[config.mk]
export PLATFORM = sky130hd
export DESIGN_NAME = sweep_counter
export DESIGN_NICKNAME = d
export VERILOG_FILES = /design/src/sweep_counter.sv
export SDC_FILE = /design/constraint.sdc
export NUM_CORES = 1
export LEC_CHECK = 0
export ABC_AREA = 1
export BUFFER_PORTS_ARGS = -buffer_cell sky130_fd_sc_hd__buf_4
export CAP_MARGIN = 20
export CORE_AREA = 3 3 40 42
export DETAILED_ROUTE_END_ITERATION = 8
export DIE_AREA = 0 0 43 45
export HOLD_SLACK_MARGIN = 0.1
export PLACE_DENSITY = 0.36
export SLEW_MARGIN = 20
export SYNTH_ARGS = -nofsm -noshare
export SYNTH_HDL_FRONTEND = slang
export SYNTH_SLANG_ARGS = --single-unit
[constraint.sdc]
create_clock -name clk -period 1.3 [get_ports clk]
set_clock_uncertainty 0.05 [all_clocks]
set_input_delay 0.26 -clock clk [delete_from_list [all_inputs] [get_ports clk]]
set_output_delay 0.26 -clock clk [all_outputs]
set_load 0.01 [all_outputs]
[src/sweep_counter.sv]
`timescale 1ns/10ps

module sweep_counter #(
  parameter int NUM_SETS = 32
) (
  input  logic                        clk,
  input  logic                        rst,
  input  logic                        sweep_start,
  input  logic                        sweep_clear,
  output logic [$clog2(NUM_SETS)-1:0] sweep_idx,
  output logic                        sweep_last
);

  localparam int IDX_W = $clog2(NUM_SETS);

  // wraps back to zero after the last set, NUM_SETS is a power of two
  always_ff @(posedge clk) begin
    if (rst || sweep_start) begin
      sweep_idx <= '0;
    end else if (sweep_clear) begin
      sweep_idx <= sweep_idx + IDX_W'(1);
    end
  end

  assign sweep_last = (sweep_idx == IDX_W'(NUM_SETS - 1));

endmodule

==> summary.txt <==
Outcome
  – Status: finished, violations left
  – Failing checks: negative setup slack

Routing
  – Vias per cell: 4.082
  – Drt first-iter violations: 2
  – WL/cell: 9.459 um
  – TritonRoute pass-1 iters: 4
  – DR DRC count: 0
  – Post-route ant nets: 0
  – Via count: 249
  – Routed WL: 577 um

Setup path
  – Critical path cell sequence: ha_4, and3_4, ha_4, buf_6
  – Startpoint Class: register
  – Critical path class: reg2out
  – Crit Reg-Reg Startpoint: sweep_idx[1]$_SDFFE_PP0P_
  – Largest stage delay on the critical path: 0.33 ns
  – WP buf/inv: 1
  – Worst path arrival time: 1.17 ns
  – Critical Path RT: 0.99 ns
  – Slowest-stage cell, CP: dfxtp_2
  – Crit path max-delay family: flip-flops
  – Crit end category: output port
  – Critical Path Source: sweep_idx[1]$_SDFFE_PP0P_
  – Peak fanout along the critical path: 2
  – Crit path top cell by count: ha_4

Timing
  – Slew Viols, Final: 0
  – Final worst slack: -0.1775 ns
  – Final period util: 113.7%
  – Minimum clock period: 1.478 ns
  – Finish-stage setup viols: 1
  – Unrepaired setup endpoints after global routing: true
  – Worst slew pin tran: 0.3323 ns
  – Fmax: 0.6768 GHz
  – Final Hold Vio Count: 0
  – Sum Neg Setup Slack: -0.1775 ns
  – Slew margin rel.: 77.76%

Power
  – Combinational fraction of design power: 9.9%
  – Clock Power Share: 48.6%
  – Worst vdd ir: 327.6 uV
  – Power Density: 973.4 nW/um^2
  – Switching share of power: 24.40%
  – Power Total: 391.0 uW
  – Cell-internal power: 295.6 uW
  – Leak: 0.0001759 uW
  – Seq pwr share: 41.5%
  – NetSw: 95.38 uW

Synthesis
  – Post-synth ARST share: 0%
  – Yosys warning total: 0
  – EDFF count, synth: 0
  – Syn_nets: 35
  – Synth cell types: 11
  – Cells taking the most area after synthesis: dfxtp_1 45%, nor2_1 13%, ha_1 11%, o21ai_0 6.7%, nand2_1 6.7%
  – Post-synth top flop: dfxtp_1
  – Post-synth top cells: 8 x nor2_1, 5 x dfxtp_1, 4 x nand2_1, 3 x o21ai_0
  – Top cell type's share of synthesized area: 44.94%
  – Area leader, netlist: dfxtp_1
  – Count leader, synth: nor2_1
  – Seq cells post-synth: 5
  – Mapped Cells: 29
  – Synthesized cell area: 222.7 um^2
  – Average cell area after synthesis: 7.680 um^2
  – Sequential area share after synthesis: 44.94%

Clock tree
  – CTS tree: built
  – Clk buf depth: 2
  – Reg clk slew, reported paths: 0.05 ns
  – H-tree levels: 1
  – Root Buffer: clkbuf_4
  – Hold buffers post-CTS: 0
  – Worst skew pair latency: 0.25 ns
  – Sink Count: 5
  – CTS buffer count: 3

Die
  – Initial Util: 17.33%
  – Die H: 45 um
  – Die Area: 1935 um^2
  – I/O pin total: 10
  – Core box area: 1285 um^2
  – Die width: 43 um
  – # rows: 13

Worst hold path
  – Worst hold start: sweep_clear
  – Hold Crit Class: in2reg

Finish
  – Register with the most flip-flops: sweep_idx
  – Max FFs per register: 5
  – Nets@finish: 53
  – Largest registers: sweep_idx x5
  – Layout cell share with drive strength beyond 1: 50.00%
  – Util after Layout: 31.26%
  – Layout area overhead: 80.34%
  – Final Instance Area: 401.6 um^2
  – Ant. Diodes: 0

Placed design
  – Placement Setup Slack: 0.02561 ns
  – Placed cell area: 334.1 um^2
  – Buffers added on ports: 9
  – Gpl congestion: 0.7555
  – HPWL Detailed: 393.6 um

Global route
  – All-Layer GR Usage: 7.583%
  – Vias in the first global route: 242
  – Initial antenna violation count: 0
  – GR Overflow Total: 0
  – Largest net degree at the start of global routing: 9
  – First-pass GRT wire length: 986 um

Flow run
  – Max capacitance violation total: 0
[power groups by stage]
| stage | Sequential [uW] | Combinational (uW) | Clock, uW |
|---|---|---|---|
| floorplan | 166 | 11.5 | 0 |
| global placement | 163 | 37.2 | 0 |
| detailed placement | 163 | 36.7 | 0 |
| CTS | 162 | 38.0 | 201 |
| global route | 163 | 43.9 | 210 |
| finish | 162 | 38.8 | 190 |
[area by class of cell]
class / instances / area [um^2]
clock buffers: 4 / 26.28
fillers: 158 / 883.3
inverters: 1 / 3.754
multi-input cells: 23 / 148.9
flip-flops and latches: 5 / 102.6
well taps: 15 / 18.77
repair buffers: 13 / 101.3
[worst register-to-register path: stages, from the launching register on]
cell and delay, ns:
dfxtp_2 0.33, ha_4 0.16, and3_4 0.18, ha_4 0.20, nor2_1 0.09, nor2_1 0.05
[repair_timing]
item | CTS | global route
buffers inserted | 1 | 0
setup endpoints to repair | 1 | 1
pin swaps | 1 | 0
gates resized for setup | 7 | 0
[cell families (layout without fill, tap and decap cells)]
| family | Yosys count | count (layout) | synth area share [%] |
|---|---|---|---|
| flops | 5 | 5 | 44.95 |
| compound gates | 5 | 5 | 11.23 |
| buf+inv | 1 | 18 | 1.684 |
| simple gates | 16 | 16 | 30.90 |
| fa+ha+maj | 2 | 2 | 11.23 |
[per-stage QoR]
step	std cells	hold WS (ns)
CTS	61	0.1766
floorplan	29	0.2994
global route	61	0.2020
detailed placement	56	0.4544
finish	61	0.1930
global placement	56	0.4572
[metal layers]
metal  vias to the layer above  GRT usage (%)  wire (um)
met4                         0          7.229         17
met3                         2          3.586         58
met5                         -              0          0
li1                        131              -          -
met1                       106          8.213        275
met2                        10          10.78        225
[cell usage in the layout (no fill, tap or decap)]
master	instances
nor2_2	1
nand3_1	1
nand2_2	1
ha_4	2
buf_4	12
nor2_1	8
a21oi_1	2
inv_1	1
clkbuf_4	3
clkbuf_1	1
o21ai_0	3
and3_4	1
dfxtp_2	2
dfxtp_1	3
nand2_1	4
buf_6	1
[final timing paths]
kind	slack (ns)	end	cells after the start
worst max register to register	0.15	sweep_idx[4]$_SDFFE_PP0P_	5
worst min register to register	0.47	sweep_idx[3]$_SDFFE_PP0P_	2
worst min-delay path	0.19	sweep_idx[0]$_SDFFE_PP0P_	2
worst max-delay path	-0.18	sweep_last	4
No activity file was read; power rests on OpenSTA's default activity.
