--- src/nru_state.sv ---
`timescale 1ns/10ps

module nru_state #(
  parameter int NUM_SETS = 32,
  parameter int NUM_WAYS = 4
) (
  input  logic                        clk,
  input  logic                        rst,
  input  logic                        rd_touch,
  input  logic [$clog2(NUM_SETS)-1:0] rd_touch_idx,
  input  logic [$clog2(NUM_WAYS)-1:0] rd_touch_way,
  input  logic [$clog2(NUM_SETS)-1:0] fill_idx,
  input  logic [NUM_WAYS-1:0]         fill_valid_ways,
  input  logic [NUM_WAYS-1:0]         fill_match_ways,
  input  logic                        fill_en,
  input  logic                        sweep_clear,
  input  logic [$clog2(NUM_SETS)-1:0] sweep_idx,
  output logic [$clog2(NUM_WAYS)-1:0] fill_way,
  output logic                        fill_evict
);

  localparam int WAY_W = $clog2(NUM_WAYS);

  logic [NUM_WAYS-1:0] used [NUM_SETS];
  logic [NUM_WAYS-1:0] fill_cur;
  logic [NUM_WAYS-1:0] rd_next;
  logic [NUM_WAYS-1:0] fill_base;
  logic [NUM_WAYS-1:0] fill_next;

  // set the touched bit, keep only it once the set would be all ones
  function automatic logic [NUM_WAYS-1:0] mark_used(
    input logic [NUM_WAYS-1:0] bits,
    input logic [WAY_W-1:0]    way
  );
    logic [NUM_WAYS-1:0] hot;
    logic [NUM_WAYS-1:0] nxt;
    hot = NUM_WAYS'(1) << way;
    nxt = bits | hot;
    if (&nxt) begin
      nxt = hot;
    end
    return nxt;
  endfunction

  assign fill_cur = used[fill_idx];

  // victim pick: matching way, then lowest invalid, then lowest unused
  always_comb begin
    logic found;
    found    = 1'b0;
    fill_way = '0;
    for (int w = 0; w < NUM_WAYS; w++) begin
      if (!found && fill_match_ways[w]) begin
        fill_way = WAY_W'(w);
        found    = 1'b1;
      end
    end
    for (int w = 0; w < NUM_WAYS; w++) begin
      if (!found && !fill_valid_ways[w]) begin
        fill_way = WAY_W'(w);
        found    = 1'b1;
      end
    end
    for (int w = 0; w < NUM_WAYS; w++) begin
      if (!found && !fill_cur[w]) begin
        fill_way = WAY_W'(w);
        found    = 1'b1;
      end
    end
  end

  assign fill_evict = fill_valid_ways[fill_way] && !fill_match_ways[fill_way];

  // read touch lands in the response cycle, fill goes on top of it
  assign rd_next   = mark_used(used[rd_touch_idx], rd_touch_way);
  assign fill_base = (rd_touch && (rd_touch_idx == fill_idx)) ? rd_next : fill_cur;
  assign fill_next = mark_used(fill_base, fill_way);

  always_ff @(posedge clk) begin
    if (sweep_clear) begin
      used[sweep_idx] <= '0;
    end else if (!rst) begin
      if (rd_touch) begin
        used[rd_touch_idx] <= rd_next;
      end
      if (fill_en) begin
        used[fill_idx] <= fill_next;
      end
    end
  end

endmodule

--- config.mk ---
export PLATFORM = sky130hd
export DESIGN_NAME = nru_state
export DESIGN_NICKNAME = d
export VERILOG_FILES = /design/src/nru_state.sv
export SDC_FILE = /design/constraint.sdc
export NUM_CORES = 1
export LEC_CHECK = 0
export ABC_AREA = 1
export BUFFER_PORTS_ARGS = -buffer_cell sky130_fd_sc_hd__buf_2
export CAP_MARGIN = 20
export CORE_UTILIZATION = 35
export DETAILED_ROUTE_END_ITERATION = 7
export SYNTH_ARGS = -nofsm -noshare
export SYNTH_HDL_FRONTEND = slang
export SYNTH_SLANG_ARGS = --single-unit
--- constraint.sdc ---
create_clock -name clk -period 3.82 [get_ports clk]
set_input_delay 0.382 -clock clk [delete_from_list [all_inputs] [get_ports clk]]
set_output_delay 0.382 -clock clk [all_outputs]
set_load 0.03 [all_outputs]
==> flow_metrics.py <==
metrics = {
    "worst_hold_path": {
        "worstHoldPathType": "in2reg",
        "holdCritStartpoint": "rd_touch_way[0]",
    },
    "cts": {
        "cts_tree": "yes",
        "cts_resized": 0,
        "post_cts.repair.setup_buffers": 0,
        "clk_pin_slew_ps": 70,
        "cts_sinks": 128,
        "root_buffer": "clkbuf_16",
        "postCtsHoldBufs": 0,
        "cts_buffer_depth": 2,
        "clk_latency_ps": 430,
        "htreeDepth": 4,
        "cts_made_buffers": 17,
    },
    "pwr": {
        "p_total_mw": 3.94,
        "power.leakage_nw": 4.97,
        "p_per_area_nw_per_um2": 368,
        "irDropWorstVdd_mv": 0.323,
    },
    "yosys": {
        "yosysWarningCount": 0,
        "ys_types": 36,
        "yosysTopAreaCell": "edfxtp_1",
        "yosysTopAreaCellShare_pct": 39.7,
        "synth_enable_flop_cells": 128,
        "synthesis.nets": 1509,
        "async_reset_ff_share_pct": 0,
        "seq_area_frac_synth_pct": 39.7,
        "ys.flop_type": "edfxtp_1",
        "ys_ff_latch": 128,
        "synth.avg_cell_area_um2": 6.54,
        "synth_area_um2": 9680,
        "synth_cells": 1479,
        "synthTopCellsByArea": "edfxtp_1 40%, nand2_1 28%, nand3_1 12%",
    },
    "worst_setup_path": {
        "cp_slowest_stage_delay_ps": 370,
        "r2r_start": "used[31][1]$_DFFE_PP_",
        "cp_num_buf_inv": 4,
        "startpoint_type": "input pin",
        "cp-end-kind": "flip-flop",
        "crit_start": "fill_idx[0]",
        "worstPathCellList": "buf_2 > inv_2 > buf_12 > nor2_4 > nand2_1 > nand3_1 > nand2_1 > nand2_1 > clkinv_1 > nand2_1 > nor2_1 > o21ai_1 > nand2_2 > nor2_1 > nor2_1 > nand2_2 > nand2_2 > nor2_8 > nand2_4 > nand3_1 > nand2_1",
        "slowest_stage": "nand2_4",
        "critPathMaxFanout": 32,
        "critPathTopFamily": "simple AND/OR/NAND/NOR gates",
        "cp.required_ps": 4000,
        "timing.critical_path.mode_cell": "nand2_1",
        "path_class": "in2reg",
        "crit_arrival_ps": 3310,
    },
    "route": {
        "totalWireLength_um": 36500,
        "drt_pre_antenna_iters": 6,
        "via_per_inst": 5.50,
        "antenna_left": 0,
        "routedWlPerCell_um": 19.9,
        "drt_iter0_drc": 1214,
        "drc": 0,
        "vias": 10100,
    },
    "sta": {
        "tns_ps": 0,
        "max_slew_margin_pct": 33.1,
        "final-setup-viol-count": 0,
        "drv_slew": 0,
        "worstMarginPinSlew_ps": 1000,
        "fin_ws_ps": 687,
        "skew_ps": 12.4,
        "finalCritPeriodShare_pct": 82.0,
        "grt_setup_unrepaired": "no",
        "finalHoldViolations": 0,
        "max_freq_mhz": 319,
        "period_needed_ps": 3130,
    },
    "finish": {
        "nFillCells": 2829,
        "regMostFlops": "used",
        "reg_top3": "used x128",
        "area_growth_pct": 10.6,
        "nets": 1512,
        "drive_gt1_share_pct": 9.03,
        "largest_reg_flops": 128,
        "num_antenna_cells": 0,
        "design_area_um2": 10700,
    },
    "floorplanning": {
        "dieHeight_um": 168,
        "boundaryPins": 33,
        "start_util_pct": 35.8,
        "die_w_um": 168,
        "rows": 60,
        "dieArea_um2": 28300,
        "core_area_um2": 27000,
    },
    "global_routing": {
        "first_global_vias": 9402,
        "grt_start_max_net_pins": 62,
        "grt_use_total_pct": 26.2,
        "antenna_found_initial": 0,
        "grt.overflow.total": 0,
        "grt_first_pass_wirelength_um": 55500,
    },
    "flow_run": {
        "cap_violations": 0,
    },
    "placement": {
        "place_ws_ps": 363,
        "place.gp.congestion": 0.986,
        "dpl.hpwl_um": 23600,
        "io_buffer_count": 32,
        "placed_cell_area_um2": 10100,
    },
    "status": {
        "status": "completed",
    },
}
==> final timing paths <==
check / to / slack [ps] / depth (start not counted)
min reg2reg: used[1][3]$_DFFE_PP_ / 1510 / 12
max: used[8][0]$_DFFE_PP_ / 690 / 21
min: used[0][1]$_DFFE_PP_ / 810 / 7
max reg2reg: used[8][0]$_DFFE_PP_ / 820 / 20
==> metrics by stage <==
stage               instances  hold slack (ps)  util [%]
finish                   1836              809      39.6
global route             1836              844      39.6
CTS                      1836              778      39.6
detailed placement       1804             1210      37.4
global placement         1804             1200      37.4
floorplan                1479              852         -
==> cells by family (layout without fill, tap and decap cells) <==
logic type | after synthesis | count (layout) | synth area share, %
AOI/OAI and AO/OA | 91 | 91 | 4.94
xor gates and xnor gates | 2 | 2 | 0.181
buffers and inverters | 196 | 212 | 9.32
and+or+nand+nor | 1062 | 1062 | 45.9
DFF | 128 | 128 | 39.7
==> placed cells by master, fill, tap and decap left out, drive strengths merged, types with 3 or more instances in the layout <==
master	n
nand3	226
o21ai	75
bufinv	3
inv	114
nand2	726
clkinv	9
nor3	8
nand4	3
a21oi	8
clkbuf	18
nor2	95
buf	64
edfxtp	128
clkinvlp	4
==> worst min-delay path, cell delays in order <==
cell     delay [ps]
buf_2           120
nand2_1          90
nand2_1          80
nand2_1          70
nor2_2          160
nand2_1         110
nand2_1          50
==> cells in the mapped netlist (3+ instances only) <==
library cell and count:
nor3_2 6, nand2_2 8, clkinv_1 3, inv_1 105
o21ai_0 73, edfxtp_1 128, buf_6 17, clkbuf_1 21
nand2_1 714, nand2_4 4, nor2_1 89, buf_1 15
nand3_1 225, nor2_2 3, nand4_1 3, inv_2 8
buf_2 25, a21oi_1 8
==> per-layer routing <==
layer	global-route usage (%)	vias to the layer above	wire [µm]
met3	4.51	89	3880
li1	-	4756	-
met5	0	-	0
met2	40.9	604	16200
met4	12.2	0	1240
met1	35.2	4645	15200
==> cell type report <==
| type | count | area [µm²] | area share, % |
|---|---|---|---|
| Clock buffer | 18 | 429 | 4.01 |
| Clock inverter | 14 | 166 | 1.55 |
| Inverter | 116 | 435 | 4.07 |
| Multi-Input combinational cell | 1155 | 4940 | 46.2 |
| Sequential cell | 128 | 3840 | 35.9 |
| Tap cell | 341 | 427 | 3.98 |
| Timing Repair Buffer | 64 | 463 | 4.32 |
==> power by group <==
part           internal [mW]  switching, mW
registers               1.56        0.00950
clock network           1.02          0.661
logic                  0.166          0.520
(Power assumes the default switching activity.)
